===== src/logic/fp_defs.svh =====
// Float word format and integer conversion constants, included by the packages and RTL
`ifndef FP_DEFS_SVH
`define FP_DEFS_SVH

// Word layout: sign, biased exponent, stored fraction (hidden one)
`define FP_W 27
`define FP_EXP_W 8
`define FP_FRAC_W 18

// Exponent of 1.0
`define FP_BIAS 127

// Above this exponent the integer result saturates
`define FP_INT_EXP_MAX 141

// Fast inverse square root seed constant for this word format
`define RSQRT_MAGIC 49920718

// Word for 1.5, used by the Newton step
`define FP_THREE_HALVES 33423360

// Signed integer result
`define INT_W 16
`define INT_MAX 32767

`endif


===== src/logic/fp_pkg.sv =====
// Type packages for the float datapath (fp_pkg) and the integer conversion (conv_pkg)
`include "fp_defs.svh"
`default_nettype none

package fp_pkg;

    // Whole float word {sign, exponent, fraction}
    typedef logic [`FP_W-1:0] fp_word_t;

    // Biased exponent field
    typedef logic [`FP_EXP_W-1:0] fp_exp_t;

    // Stored fraction, also used for 1.f mantissas truncated to the same width
    typedef logic [`FP_FRAC_W-1:0] fp_frac_t;

    // Adder sum: carry bit, aligned mantissa, guard room for the shifted operand
    typedef logic [2*`FP_FRAC_W:0] fp_sum_t;

endpackage

package conv_pkg;

    // Saturating signed integer output
    typedef logic signed [`INT_W-1:0] int_word_t;

    // Signed power-of-two offset applied to the exponent
    typedef logic signed [`FP_EXP_W-1:0] fp_scale_t;

endpackage

`default_nettype wire


===== src/logic/fp_add_mid_if.sv =====
// Registered adder state passed from the alignment stage to the normalization stage
`timescale 1ns/1ps
`default_nettype none

interface fp_add_mid_if;

    // Aligned sum or difference of the mantissas
    fp_pkg::fp_sum_t  pre_sum;
    fp_pkg::fp_exp_t  larger_exp;

    // Zero exponent flags for the pass-through cases
    logic             a_zero;
    logic             b_zero;

    // Raw operands, returned as-is when the other one is zero
    fp_pkg::fp_word_t a_word;
    fp_pkg::fp_word_t b_word;

    // Sign of the larger operand
    logic             sum_sign;

    modport align (output pre_sum, larger_exp, a_zero, b_zero, a_word, b_word, sum_sign);
    modport norm  (input  pre_sum, larger_exp, a_zero, b_zero, a_word, b_word, sum_sign);

endinterface

`default_nettype wire


===== src/logic/fp_mul.sv =====
// Combinational float multiplier, instantiated by the inverse square root pipeline
`timescale 1ns/1ps
`include "fp_defs.svh"
`default_nettype none

module fp_mul (
    input  wire fp_pkg::fp_word_t a,
    input  wire fp_pkg::fp_word_t b,
    output fp_pkg::fp_word_t      prod
);

    fp_pkg::fp_exp_t         a_exp;
    fp_pkg::fp_exp_t         b_exp;
    fp_pkg::fp_frac_t        a_mant;
    fp_pkg::fp_frac_t        b_mant;
    logic [2*`FP_FRAC_W-1:0] mant_prod;
    logic [`FP_EXP_W:0]      exp_sum;
    logic [`FP_EXP_W:0]      exp_adj;
    logic                    prod_top;
    logic                    underflow;

    assign a_exp = a[`FP_W-2 -: `FP_EXP_W];
    assign b_exp = b[`FP_W-2 -: `FP_EXP_W];

    // Hidden one on top, lowest fraction bit dropped
    assign a_mant = {1'b1, a[`FP_FRAC_W-1:1]};
    assign b_mant = {1'b1, b[`FP_FRAC_W-1:1]};

    assign mant_prod = a_mant * b_mant;
    assign prod_top  = mant_prod[2*`FP_FRAC_W-1];

    // Exponent sum keeps the carry so underflow is visible
    assign exp_sum = {1'b0, a_exp} + {1'b0, b_exp};

    // Product in [2,4) takes one extra exponent step
    assign exp_adj = prod_top ? exp_sum - (`FP_EXP_W+1)'(`FP_BIAS - 1)
                              : exp_sum - (`FP_EXP_W+1)'(`FP_BIAS);

    assign underflow = exp_sum < (`FP_EXP_W+1)'(`FP_BIAS + 1);

    // Zero operand or tiny result flushes to zero
    assign prod = (underflow || a_exp == '0 || b_exp == '0) ? '0 :
                  prod_top ? {a[`FP_W-1] ^ b[`FP_W-1], exp_adj[`FP_EXP_W-1:0],
                              mant_prod[2*`FP_FRAC_W-2 -: `FP_FRAC_W]}
                           : {a[`FP_W-1] ^ b[`FP_W-1], exp_adj[`FP_EXP_W-1:0],
                              mant_prod[2*`FP_FRAC_W-3 -: `FP_FRAC_W]};

endmodule

`default_nettype wire


===== src/logic/fp_add_align.sv =====
// Float adder first stage: operand alignment, add or subtract, mid-stage registers
`timescale 1ns/1ps
`include "fp_defs.svh"
`default_nettype none

module fp_add_align (
    input  wire                   iCLK,
    input  wire                   rst_n,
    input  wire fp_pkg::fp_word_t a,
    input  wire fp_pkg::fp_word_t b,
    fp_add_mid_if.align           mid
);

    logic             a_sign;
    logic             b_sign;
    fp_pkg::fp_exp_t  a_exp;
    fp_pkg::fp_exp_t  b_exp;
    fp_pkg::fp_frac_t a_mant;
    fp_pkg::fp_frac_t b_mant;
    fp_pkg::fp_exp_t  a_diff;
    fp_pkg::fp_exp_t  b_diff;
    logic             a_larger;
    fp_pkg::fp_sum_t  a_shifted;
    fp_pkg::fp_sum_t  b_shifted;
    fp_pkg::fp_sum_t  pre_sum;

    assign a_sign = a[`FP_W-1];
    assign b_sign = b[`FP_W-1];
    assign a_exp  = a[`FP_W-2 -: `FP_EXP_W];
    assign b_exp  = b[`FP_W-2 -: `FP_EXP_W];
    assign a_mant = {1'b1, a[`FP_FRAC_W-1:1]};
    assign b_mant = {1'b1, b[`FP_FRAC_W-1:1]};

    // Exponent first, fraction breaks the tie
    assign a_larger = (a_exp > b_exp) || ((a_exp == b_exp) && (a_mant > b_mant));

    assign a_diff = b_exp - a_exp;
    assign b_diff = a_exp - b_exp;

    // Smaller mantissa moves right, gone entirely past 35 places
    assign a_shifted = a_larger ? {1'b0, a_mant, {`FP_FRAC_W{1'b0}}} :
                       (a_diff > 8'd35) ? '0 :
                       ({1'b0, a_mant, {`FP_FRAC_W{1'b0}}} >> a_diff);
    assign b_shifted = !a_larger ? {1'b0, b_mant, {`FP_FRAC_W{1'b0}}} :
                       (b_diff > 8'd35) ? '0 :
                       ({1'b0, b_mant, {`FP_FRAC_W{1'b0}}} >> b_diff);

    // Opposite signs subtract small from large, so the sum stays positive
    assign pre_sum = (a_sign == b_sign) ? a_shifted + b_shifted :
                     a_larger           ? a_shifted - b_shifted :
                                          b_shifted - a_shifted;

    always_ff @(posedge iCLK) begin
        if (!rst_n) begin
            mid.pre_sum    <= '0;
            mid.larger_exp <= '0;
            mid.a_zero     <= 1'b0;
            mid.b_zero     <= 1'b0;
            mid.a_word     <= '0;
            mid.b_word     <= '0;
            mid.sum_sign   <= 1'b0;
        end else begin
            mid.pre_sum    <= pre_sum;
            mid.larger_exp <= (b_exp > a_exp) ? b_exp : a_exp;
            mid.a_zero     <= (a_exp == '0);
            mid.b_zero     <= (b_exp == '0);
            mid.a_word     <= a;
            mid.b_word     <= b;
            mid.sum_sign   <= a_larger ? a_sign : b_sign;
        end
    end

endmodule

`default_nettype wire


===== src/logic/fp_add_norm.sv =====
// Float adder second stage: leading-one search, renormalization and output register
`timescale 1ns/1ps
`include "fp_defs.svh"
`default_nettype none

module fp_add_norm (
    input  wire              iCLK,
    input  wire              rst_n,
    fp_add_mid_if.norm       mid,
    output fp_pkg::fp_word_t sum
);

    localparam int SUM_W = $bits(fp_pkg::fp_sum_t);
    localparam int BUF_W = SUM_W + `FP_FRAC_W - 1;

    logic [5:0]       lead_shift;
    logic [BUF_W-1:0] frac_buf;
    logic [BUF_W-1:0] norm_shift;
    logic [BUF_W-1:0] uflow_shift;
    fp_pkg::fp_frac_t sum_frac;
    fp_pkg::fp_exp_t  sum_exp;
    logic             underflow;

    // Distance of the leading one from the top, SUM_W when the sum is zero
    always_comb begin
        lead_shift = 6'(SUM_W);
        for (int i = 0; i < SUM_W; i++) begin
            if (mid.pre_sum[i]) begin
                lead_shift = 6'(SUM_W - 1 - i);
            end
        end
    end

    assign frac_buf = {mid.pre_sum, {(`FP_FRAC_W-1){1'b0}}};

    // One extra place drops the hidden bit
    assign norm_shift  = frac_buf << (lead_shift + 6'd1);
    assign uflow_shift = frac_buf << lead_shift;

    assign sum_frac = norm_shift[BUF_W-1 -: `FP_FRAC_W];

    // Carry position of the sum sits one exponent step above the larger operand
    assign sum_exp = mid.larger_exp - fp_pkg::fp_exp_t'(lead_shift) + 8'd1;

    // Top bit clear after the plain shift means no leading one was found
    assign underflow = !uflow_shift[BUF_W-1];

    always_ff @(posedge iCLK) begin
        if (!rst_n) begin
            sum <= '0;
        end else if (mid.a_zero && mid.b_zero) begin
            sum <= '0;
        end else if (mid.a_zero) begin
            sum <= mid.b_word;
        end else if (mid.b_zero) begin
            sum <= mid.a_word;
        end else if (underflow) begin
            sum <= '0;
        end else if (mid.pre_sum == '0) begin
            // Exact cancellation
            sum <= '0;
        end else begin
            sum <= {mid.sum_sign, sum_exp, sum_frac};
        end
    end

endmodule

`default_nettype wire


===== src/logic/fp_inv_sqrt.sv =====
// Five-cycle magic-number inverse square root pipeline with one Newton step
`timescale 1ns/1ps
`include "fp_defs.svh"
`default_nettype none

module fp_inv_sqrt (
    input  wire                   iCLK,
    input  wire                   rst_n,
    input  wire fp_pkg::fp_word_t a,
    output fp_pkg::fp_word_t      inv_sqrt
);

    // Stage 1, combinational on the input word
    fp_pkg::fp_word_t y_1;
    fp_pkg::fp_word_t ysq_1;
    fp_pkg::fp_word_t half_a_1;

    // Stage 2 registers and product
    fp_pkg::fp_word_t ysq_2;
    fp_pkg::fp_word_t half_a_2;
    fp_pkg::fp_word_t prod_2;

    // Stage 3 register feeding the adder
    fp_pkg::fp_word_t prod_3;
    fp_pkg::fp_word_t step_4;

    // Stage 5 register holding the Newton factor
    fp_pkg::fp_word_t step_5;

    // Initial estimate delayed to match the multiply and add path
    fp_pkg::fp_word_t y_dly [5];

    fp_add_mid_if add_mid ();

    // Seed estimate straight from the bit pattern
    assign y_1 = fp_pkg::fp_word_t'(`RSQRT_MAGIC) - (a >> 1);

    // Halving is one step down in the exponent
    assign half_a_1 = {a[`FP_W-1], a[`FP_W-2 -: `FP_EXP_W] - 8'd1, a[`FP_FRAC_W-1:0]};

    fp_mul u_mul_sq (.a(y_1), .b(y_1), .prod(ysq_1));

    fp_mul u_mul_half (.a(half_a_2), .b(ysq_2), .prod(prod_2));

    // 1.5 - (a/2)*y*y, subtraction done as a sign flip
    fp_add_align u_add_align (
        .iCLK (iCLK),
        .rst_n(rst_n),
        .a    ({~prod_3[`FP_W-1], prod_3[`FP_W-2:0]}),
        .b    (fp_pkg::fp_word_t'(`FP_THREE_HALVES)),
        .mid  (add_mid.align)
    );

    fp_add_norm u_add_norm (.iCLK(iCLK), .rst_n(rst_n), .mid(add_mid.norm), .sum(step_4));

    // Refined estimate, combinational on the stage 5 registers
    fp_mul u_mul_out (.a(y_dly[4]), .b(step_5), .prod(inv_sqrt));

    always_ff @(posedge iCLK) begin
        if (!rst_n) begin
            ysq_2    <= '0;
            half_a_2 <= '0;
            prod_3   <= '0;
            step_5   <= '0;
            y_dly    <= '{default: '0};
        end else begin
            ysq_2    <= ysq_1;
            half_a_2 <= half_a_1;
            prod_3   <= prod_2;
            step_5   <= step_4;
            y_dly[0] <= y_1;
            for (int i = 1; i < 5; i++) begin
                y_dly[i] <= y_dly[i-1];
            end
        end
    end

endmodule

`default_nettype wire


===== src/logic/fp_scale_to_int.sv =====
// Power-of-two exponent shift then saturating conversion to a signed 16-bit integer
`timescale 1ns/1ps
`include "fp_defs.svh"
`default_nettype none

module fp_scale_to_int (
    input  wire fp_pkg::fp_word_t    f,
    input  wire conv_pkg::fp_scale_t scale,
    output conv_pkg::int_word_t      value
);

    logic                            sign;
    fp_pkg::fp_exp_t                 exp_s;
    fp_pkg::fp_exp_t                 shift;
    logic [`INT_W+`FP_FRAC_W-1:0]    shift_buf;
    logic [`INT_W-1:0]               mag;

    assign sign = f[`FP_W-1];

    // Scaling wraps in the 8-bit exponent field
    assign exp_s = f[`FP_W-2 -: `FP_EXP_W] + fp_pkg::fp_exp_t'(scale);
    assign shift = exp_s - fp_pkg::fp_exp_t'(`FP_BIAS);

    // 1.f with the hidden one just above the fraction, moved up by the unbiased exponent
    assign shift_buf = {{(`INT_W-1){1'b0}}, 1'b1, f[`FP_FRAC_W-1:0]} << shift;

    // Integer part only
    assign mag = shift_buf[`INT_W+`FP_FRAC_W-1 -: `INT_W];

    always_comb begin
        if (exp_s < fp_pkg::fp_exp_t'(`FP_BIAS)) begin
            // Magnitude below one
            value = '0;
        end else if (exp_s > fp_pkg::fp_exp_t'(`FP_INT_EXP_MAX)) begin
            value = sign ? -conv_pkg::int_word_t'(`INT_MAX) : conv_pkg::int_word_t'(`INT_MAX);
        end else begin
            value = sign ? -conv_pkg::int_word_t'(mag) : conv_pkg::int_word_t'(mag);
        end
    end

endmodule

`default_nettype wire


===== src/logic/fp_rsqrt_top.sv =====
// Top level: inverse square root pipeline followed by the scaled integer output
`timescale 1ns/1ps
`default_nettype none

module fp_rsqrt_top (
    input  wire                      iCLK,
    input  wire                      rst_n,
    input  wire fp_pkg::fp_word_t    a,
    input  wire conv_pkg::fp_scale_t scale,
    output fp_pkg::fp_word_t         rsqrt_out,
    output conv_pkg::int_word_t      int_out
);

    // Five edges from input to rsqrt_out
    fp_inv_sqrt u_inv_sqrt (
        .iCLK    (iCLK),
        .rst_n   (rst_n),
        .a       (a),
        .inv_sqrt(rsqrt_out)
    );

    // Same cycle as rsqrt_out, scale applied as a level
    fp_scale_to_int u_to_int (
        .f    (rsqrt_out),
        .scale(scale),
        .value(int_out)
    );

endmodule

`default_nettype wire


===== config.mk =====
export PLATFORM = sky130hd
export DESIGN_NAME = fp_rsqrt_top
export DESIGN_NICKNAME = d
export VERILOG_FILES = /design/src/logic/fp_pkg.sv /design/src/logic/fp_add_mid_if.sv /design/src/logic/fp_mul.sv /design/src/logic/fp_add_align.sv /design/src/logic/fp_add_norm.sv /design/src/logic/fp_inv_sqrt.sv /design/src/logic/fp_scale_to_int.sv /design/src/logic/fp_rsqrt_top.sv
export VERILOG_INCLUDE_DIRS = /design/src /design/src/logic
export SDC_FILE = /design/constraint.sdc
export NUM_CORES = 2
export LEC_CHECK = 0
export ABC_CLOCK_PERIOD_IN_PS = 10390
export BUFFER_PORTS_ARGS = -buffer_cell sky130_fd_sc_hd__buf_2
export CAP_MARGIN = 20
export CORE_ASPECT_RATIO = 0.9
export CORE_UTILIZATION = 31
export CTS_BUF_LIST = sky130_fd_sc_hd__clkbuf_16
export CTS_CLUSTER_SIZE = 10
export DETAILED_ROUTE_END_ITERATION = 12
export GPL_TIMING_DRIVEN = 0
export PLACE_DENSITY = 0.59
export SYNTH_ARGS = -nofsm -noshare
export SYNTH_HDL_FRONTEND = slang
export SYNTH_SLANG_ARGS = --single-unit

===== constraint.sdc =====
create_clock -name iCLK -period 10.39 [get_ports iCLK]
set_input_delay 0 -clock iCLK [delete_from_list [all_inputs] [get_ports iCLK]]
set_output_delay 0 -clock iCLK [all_outputs]
set_load 0.02 [all_outputs]

# After elaboration in Yosys (flattened, before gate mapping)
# Cells that the tools add are included.
[op_classes] bitwise=4 n_reduce_logical=19 n_lt_le_gt_ge=10 div=0 muxes=59 n_mul=3 shifts=5 add_sub_neg=22 eq_ne=1
[op_table] operator="2-to-1 mux 37 bit" count=6
[op_table] operator="2-to-1 mux 6 bit" count=36
[op_table] operator="multiplier 18 x 18 -> 36 bit" count=3
[op_table] operator="2-to-1 mux 27 bit" count=4
[op_table] operator="<< shifter 54 x 6 -> 54 bit" count=2
[op_table] operator="subtractor 37 bit" count=2
[op_table] operator="2-to-1 mux 16 bit" count=4
[op_table] operator="subtractor 8 x 7 -> 8 bit (second input constant)" count=8
[op_table] operator="2-to-1 mux 18 bit" count=3
[op_table] operator="logical NOT 8 bit" count=6
[op_table] operator="adder 37 bit" count=1
[op_table] operator="logical NOT 37 bit" count=1
[op_table] operator="right shift 36 x 8 -> 37 bit" count=1
[op_table] operator="right shift 36 x 8 -> 37 bit (first input constant)" count=1
[op_table] operator="<< shifter 19 x 8 -> 34 bit" count=1
[op_table] operator="adder 8 x 8 -> 9 bit" count=3
[op_table] operator="< comparator 9 x 8 -> 1 bit (second input constant)" count=3
[op_table] operator="subtractor 26 x 26 -> 27 bit (first input constant)" count=1
[op_table] operator="2-to-1 mux 25 bit" count=1
[op_table] operator="2-to-1 mux 8 bit" count=3
[op_table] operator="> comparator 18 bit (second input constant)" count=1
[op_table] operator="> comparator 8 x 6 -> 1 bit (second input constant)" count=2
[op_table] operator="negator 16 bit" count=1
[op_table] operator="adder 8 x 1 -> 8 bit (second input constant)" count=1
[op_table] operator="19 further kinds" count=28
[word_totals] romBits=0 latchBits=0 mem_count=0 out_inout_bits=43 inputBits=37 ramBits=0 regBits=343

# Depth between registers and ports, before layout
[depth] depth_word=42 mapped_depth=50

# Hierarchy
# From an unflattened synthesis, not the netlist that was laid out.
[unflattened] hier_cells=7264 hier_area_um2=60553.1
[modules_own_cells] module="fp_add_align" area_each_um2=13359.1 n_inst=1 seq_area_each_um2=2042.0 cells_each=1880
[modules_own_cells] module="fp_mul at u_inv_sqrt.u_mul_half" area_each_um2=11119.4 n_inst=1 seq_area_each_um2=0.0 cells_each=1329
[modules_own_cells] module="fp_mul at u_inv_sqrt.u_mul_out" area_each_um2=10931.7 n_inst=1 seq_area_each_um2=0.0 cells_each=1295
[modules_own_cells] module="fp_mul at u_inv_sqrt.u_mul_sq" area_each_um2=10850.4 n_inst=1 seq_area_each_um2=0.0 cells_each=1271
[modules_own_cells] module="fp_inv_sqrt" area_each_um2=7236.9 n_inst=1 seq_area_each_um2=4844.6 cells_each=627
[modules_own_cells] module="fp_add_norm" area_each_um2=4096.4 n_inst=1 seq_area_each_um2=540.5 cells_each=469
[modules_own_cells] module="fp_scale_to_int" area_each_um2=2959.1 n_inst=1 seq_area_each_um2=0.0 cells_each=393

# Worst setup path after synthesis
# No wires, ideal clock.
[synth_timing] kind="register -> output" from="register u_inv_sqrt.step_5[10]" to="output int_out[14]" stages_incl_launch_ff=48 setup_slack_ps=-754 t_arrival_ps=11144 n_path_buf=6 t_required_ps=10390 cell_sequence="dfxtp_1 -> clkbuf_1 -> clkbuf_1 -> nand2_1 -> fa_1 -> inv_1 -> fa_1 -> inv_1 -> fa_1 -> inv_1 -> fa_1 -> inv_1 -> fa_1 -> inv_1 -> fa_1 -> ha_1 -> clkbuf_1 -> a21oi_1 -> [... 12 more ...] -> ha_1 -> nand3_1 -> o211ai_1 -> o41ai_1 -> xnor2_1 -> inv_1 -> o2111ai_1 -> o311a_1 -> nand3_1 -> xnor2_1 -> nand2_1 -> o22a_1 -> a2111oi_2 -> or4_1 -> buf_2 -> or2_1 -> o21ai_0 -> a311oi_1"
[synth_between] elab_chain_cells=10
[synth_lines] item="start: declaration" line="fp_inv_sqrt.sv:28" rtl="fp_pkg::fp_word_t step_5;"
[synth_lines] item="start signal: assignment" line="fp_inv_sqrt.sv:70" rtl="step_5 <= step_4;"
[synth_lines] item="multiplier 18 x 18 -> 36 bit *" line="fp_mul.sv:29" rtl="assign mant_prod = a_mant * b_mant;"
[synth_lines] item="2-to-1 mux 8 bit *" line="fp_mul.sv:36" rtl="assign exp_adj = prod_top ? exp_sum - (`FP_EXP_W+1)'(`FP_BIAS - 1)"
[synth_lines] item="2-to-1 mux 27 bit *" line="fp_mul.sv:42" rtl="assign prod = (underflow || a_exp == '0 || b_exp == '0) ? '0 :"
[synth_lines] item="via rsqrt_out[22]" line="fp_rsqrt_top.sv:10" rtl="output fp_pkg::fp_word_t rsqrt_out,"
[synth_lines] item="adder 8 bit *" line="fp_scale_to_int.sv:21" rtl="assign exp_s = f[`FP_W-2 -: `FP_EXP_W] + fp_pkg::fp_exp_t'(scale);"
[synth_lines] item="subtractor 8 x 7 -> 8 bit" line="fp_scale_to_int.sv:22" rtl="assign shift = exp_s - fp_pkg::fp_exp_t'(`FP_BIAS);"
[synth_lines] item="<< shifter 19 x 8 -> 34 bit" line="fp_scale_to_int.sv:25" rtl="assign shift_buf = {{(`INT_W-1){1'b0}}, 1'b1, f[`FP_FRAC_W-1:0]} << shift;"
[synth_lines] item="negator 16 bit" line="fp_scale_to_int.sv:37" rtl="value = sign ? -conv_pkg::int_word_t'(mag) : conv_pkg::int_word_t'(mag);"
[synth_lines] item="2-to-1 mux 16 bit" line="fp_scale_to_int.sv:37"
[synth_lines] item="2-to-1 mux 16 bit" line="fp_scale_to_int.sv:34" rtl="end else if (exp_s > fp_pkg::fp_exp_t'(`FP_INT_EXP_MAX)) begin"
[synth_lines] item="2-to-1 mux 16 bit *" line="fp_scale_to_int.sv:31" rtl="if (exp_s < fp_pkg::fp_exp_t'(`FP_BIAS)) begin"
[synth_lines] item="end: declaration" line="fp_rsqrt_top.sv:11" rtl="output conv_pkg::int_word_t int_out"
# The timed path passes the listed nets; every way through them passes the cells marked *.

# Worst setup path in the final report
[layout_timing] from="register u_inv_sqrt.step_5[8]" to="output int_out[13]"
[layout_between] elab_chain_cells=10
[layout_lines] item="multiplier 18 x 18 -> 36 bit *" line="fp_mul.sv:29"
[layout_lines] item="2-to-1 mux 8 bit" line="fp_mul.sv:36"
[layout_lines] item="2-to-1 mux 27 bit *" line="fp_mul.sv:42"
[layout_lines] item="adder 8 bit" line="fp_scale_to_int.sv:21"
[layout_lines] item="subtractor 8 x 7 -> 8 bit" line="fp_scale_to_int.sv:22"
[layout_lines] item="<< shifter 19 x 8 -> 34 bit" line="fp_scale_to_int.sv:25"
[layout_lines] item="negator 16 bit" line="fp_scale_to_int.sv:37"
[layout_lines] item="2-to-1 mux 16 bit" line="fp_scale_to_int.sv:37"
[layout_lines] item="2-to-1 mux 16 bit" line="fp_scale_to_int.sv:34"
[layout_lines] item="2-to-1 mux 16 bit *" line="fp_scale_to_int.sv:31"
# Every way passes the cells marked *; elsewhere a longest branch is shown, timed or not.

==> flow_metrics.env <==
export IMPL_grt_pass1_vias=47040
export IMPL_r2r_slack_ns=0.41
export IMPL_fin_ws_ns=-0.572
export IMPL_startpoint="u_inv_sqrt.step_5[8]"
export IMPL_cellPowerDensity_nw_per_um2=287
export IMPL_vias=45980
export IMPL_multi_input_area_sq_um=42000
export IMPL_die_x_um=435
export IMPL_cp_endpoint="int_out[13]"
export IMPL_drcViolationCount=0
export IMPL_antenna_found_initial=12
export IMPL_tightestPinTransition_ns=1.08
export IMPL_critical_path_buf_inv_count=7
export IMPL_synth_edf_count=0
export IMPL_start_util_pct=31.3
export IMPL_yosys_area_top_type="fa_1"
export IMPL_clock_skew_ns=0.0285
export IMPL_wl_um=173000
export IMPL_async_reset_ff_share_pct=0
export IMPL_hp_start="rst_n"
export IMPL_area_growth_pct=14.4
export IMPL_crit_fanout=10
export IMPL_ys_seq_elements=307
export IMPL_yosysSeqAreaShare_pct=11.7
export IMPL_cts_tree="built"
export IMPL_dp_cells=8697
export IMPL_crit_slowest_cell="fa_2"
export IMPL_cts_buffers=38
export IMPL_die_h_um=392
export IMPL_via_per_inst=5.16
export IMPL_cap_violations=0
export IMPL_core_sq_um=167000
export IMPL_hold_viol=0
export IMPL_period_share_pct=106
export IMPL_critPathKind="register to output pin"
export IMPL_drive_gt1_share_pct=9.06
export IMPL_seqCellArea_sq_um=6240
export IMPL_min_period_ns=10.96
export IMPL_path_depth=39
export IMPL_postSynthCellCount=6387
export IMPL_instances_no_fill=8903
export IMPL_path_common_cell="fa_1"
export IMPL_fillers=17146
export IMPL_clk_latency_ns=0.55
export IMPL_drv_slew=0
export IMPL_yosys_most_used_dff="dfxtp_1"
export IMPL_end_kind="output pin"
export IMPL_required_ns=10.39
export IMPL_wl_per_cell_um=19.4
export IMPL_yosysWarningCount=0
export IMPL_gp_congestion=0.941
export IMPL_grt_pass1_wl_um=272000
export IMPL_synth_top_family_by_area="adder cells"
export IMPL_clk_pin_slew_worst_paths_ns=0.06
export IMPL_status="complete, but fails checks"
export IMPL_r2r_end="u_inv_sqrt.prod_3[2]"
export IMPL_dr_pass1_iters=6
export IMPL_htreeDepth=2
export IMPL_synth_area_leaders="fa_1, dfxtp_1, ha_1"
export IMPL_startpoint_type="register"
export IMPL_synth_simple_area_share_pct=18.9
export IMPL_rsz0062_at_grt="true"
export IMPL_hold_class="input port to register"
export IMPL_muxShareOfSynthArea_pct=3.58
export IMPL_crit_family="adder cells"
export IMPL_synth_compound_area_share_pct=13.1
export IMPL_layout_nets=7897
export IMPL_synth_xor_area_share_pct=3.39
export IMPL_track_usage_pct=20.1
export IMPL_cp_slowest_stage_delay_ns=0.57
export IMPL_syn_nets=7623
export IMPL_drt_initial_drc_count=3769
export IMPL_total_power_mw=17.2
export IMPL_fmax_ghz=0.0912
export IMPL_syn_area_per_cell_sq_um=8.20
export IMPL_synthDistinctLibCells=108
export IMPL_reg2regPathDepth=30
export IMPL_r2r_start="u_inv_sqrt.ysq_2[10]"
export IMPL_relSlewSlack_pct=27.9
export IMPL_clock_sinks=307
export IMPL_dp_hpwl_um=142000
export IMPL_synth_common_cells="inv_1, fa_1, nand2_1"
export IMPL_setup_viol=15
export IMPL_grt_max_degree=12
export IMPL_fp_row_count=142
export IMPL_io_pins=80
export IMPL_synth_area_sq_um=52400
export IMPL_power_leakage_nw=28.5
export IMPL_ant_nets=0
export IMPL_clockRootBuffer="clkbuf_16"
export IMPL_violations="negative setup slack"
export IMPL_die_area_sq_um=171000
export IMPL_vdd_drop_max_mv=0.544
export IMPL_synth_most_common_cell="inv_1"
export IMPL_critPathArrivalTime_ns=10.96
export IMPL_clockBufferDepth=3
export IMPL_netlist_area_leader_share_pct=28.1
export IMPL_synth_fa_ha_area_share_pct=39.2
export IMPL_port_buffers=76
export IMPL_overflow=0
[metrics by stage]
| stage | hold WS [ns] | TNS (ns) | worst slack, ns | area [sq um] | util (%) |
|---|---|---|---|---|---|
| after floorplan | 0.0277 | 0 | 0.00120 | 52500 | - |
| after global placement | 0.121 | -58.25 | -2.69 | 55700 | 33.3 |
| after detailed placement | 0.121 | -58.10 | -2.90 | 55700 | 33.3 |
| after CTS | 0.135 | -7.28 | -0.665 | 59400 | 35.6 |
| after global routing | 0.141 | -11.25 | -0.909 | 59900 | 35.8 |
| final | 0.138 | -6.20 | -0.572 | 59900 | 35.8 |
[repair_timing]
| action | 4_1_cts | 5_1_grt |
|---|---|---|
| hold endpoints to repair | 37 | 0 |
| pin swaps | 99 | 56 |
| gates resized for setup | 354 | 102 |
| endpoints found under the setup margin | 36 | 44 |
| hold buffers | 32 | 0 |
| buffers inserted | 103 | 28 |
| cloned | 3 | 0 |
[metal layers]
layer | routed length (um) | global-route usage, %
met2 | 78100 | 32.8
met1 | 77400 | 28.0
met5 | 0 | 0
met3 | 11500 | 1.86
met4 | 6050 | 6.55
[sequential cells by signal (all words and copies together) (netlist names)]
| signal | cells |
|---|---|
| u_inv_sqrt.u_add_align.mid.a_zero | 1 |
| u_inv_sqrt.half_a_2 | 25 |
| u_inv_sqrt.u_add_align.mid.larger_exp | 8 |
| u_inv_sqrt.u_add_norm.sum | 26 |
| u_inv_sqrt.u_add_align.mid.b_word | 1 |
| u_inv_sqrt.step_5 | 26 |
| u_inv_sqrt.ysq_2 | 25 |
| u_inv_sqrt.u_add_align.mid.pre_sum | 37 |
| u_inv_sqrt.u_add_align.mid.sum_sign | 1 |
| u_inv_sqrt.prod_3 | 26 |
| u_inv_sqrt.y_dly | 131 |
[area by class of cell]
| type | instances | area share, % |
|---|---|---|
| Multi-Input combinational cell | 4669 | 70.1 |
| Sequential cell | 307 | 10.4 |
| Inverter | 1123 | 7.05 |
| Tap cell | 2232 | 4.66 |
| Timing Repair Buffer | 246 | 3.19 |
| Buffer | 276 | 2.66 |
| Clock buffer | 38 | 1.59 |
| Clock inverter | 10 | 0.288 |
| Antenna cell | 2 | 0.00835 |
[how the worst min path moves through the flow]
stage | depth (start not counted) | slack [ns] | to
CTS | 2 | 0.13 | u_inv_sqrt.u_add_align.mid.b_word[23]
floorplan | 0 | 0.03 | u_inv_sqrt.u_add_align.mid.b_word[23]
global route | 2 | 0.14 | u_inv_sqrt.u_add_align.mid.b_word[23]
global placement | 1 | 0.12 | u_inv_sqrt.u_add_align.mid.b_word[23]
detailed placement | 1 | 0.12 | u_inv_sqrt.u_add_align.mid.b_word[23]
finish | 2 | 0.14 | u_inv_sqrt.u_add_align.mid.b_word[23]
[power breakdown]
group / switching [mW] / internal (mW) / total [mW] / leakage [nW]
clock network: 0.478 / 0.731 / 1.21 / 0.547
logic: 8.50 / 5.92 / 14.4 / 25.4
registers: 0.198 / 1.38 / 1.58 / 2.54
[kinds of logic after synthesis]
logic type | Yosys count
buffers and inverters | 1411
xor gates and xnor gates | 200
adders and majority gates | 1199
other | 1
muxes | 160
DFF | 307
AOI/OAI and AO/OA | 1026
and+or+nand+nor | 2083
[worst reg2reg max path, delay by kind of cell (launching register included)]
family | cells | cell delay [ns]
fa+ha+maj | 7 | 3.22
compound gates | 9 | 2.93
buf+inv | 9 | 2.08
simple gates | 3 | 0.58
mux | 1 | 0.40
flops | 1 | 0.35
xor+xnor | 1 | 0.27
[layout by cell type, fill, tap and decap left out, types with 27 or more instances in the layout]
cell type,netlist,routed
a211oi_1,62,60
a21o_1,57,57
a21oi_1,281,271
a31oi_1,38,35
and2_1,389,384
buf_1,28,27
buf_2,5,65
buf_4,1,126
clkbuf_1,252,178
clkbuf_16,0,49
clkbuf_2,0,27
dfxtp_1,307,278
dlygate4sd3_1,0,32
fa_1,734,723
ha_1,465,452
inv_1,1105,1096
mux2i_1,129,127
nand2_1,696,683
nand2b_1,50,50
nand3_1,102,92
nand4_1,31,31
nor2_1,509,499
nor2b_1,34,34
nor3_1,108,104
nor4_1,40,37
o21a_1,34,33
o21ai_0,175,167
o21bai_1,49,48
o22ai_1,31,29
xnor2_1,123,109
xor2_1,75,68
No activity file was read; power rests on OpenSTA's default activity.
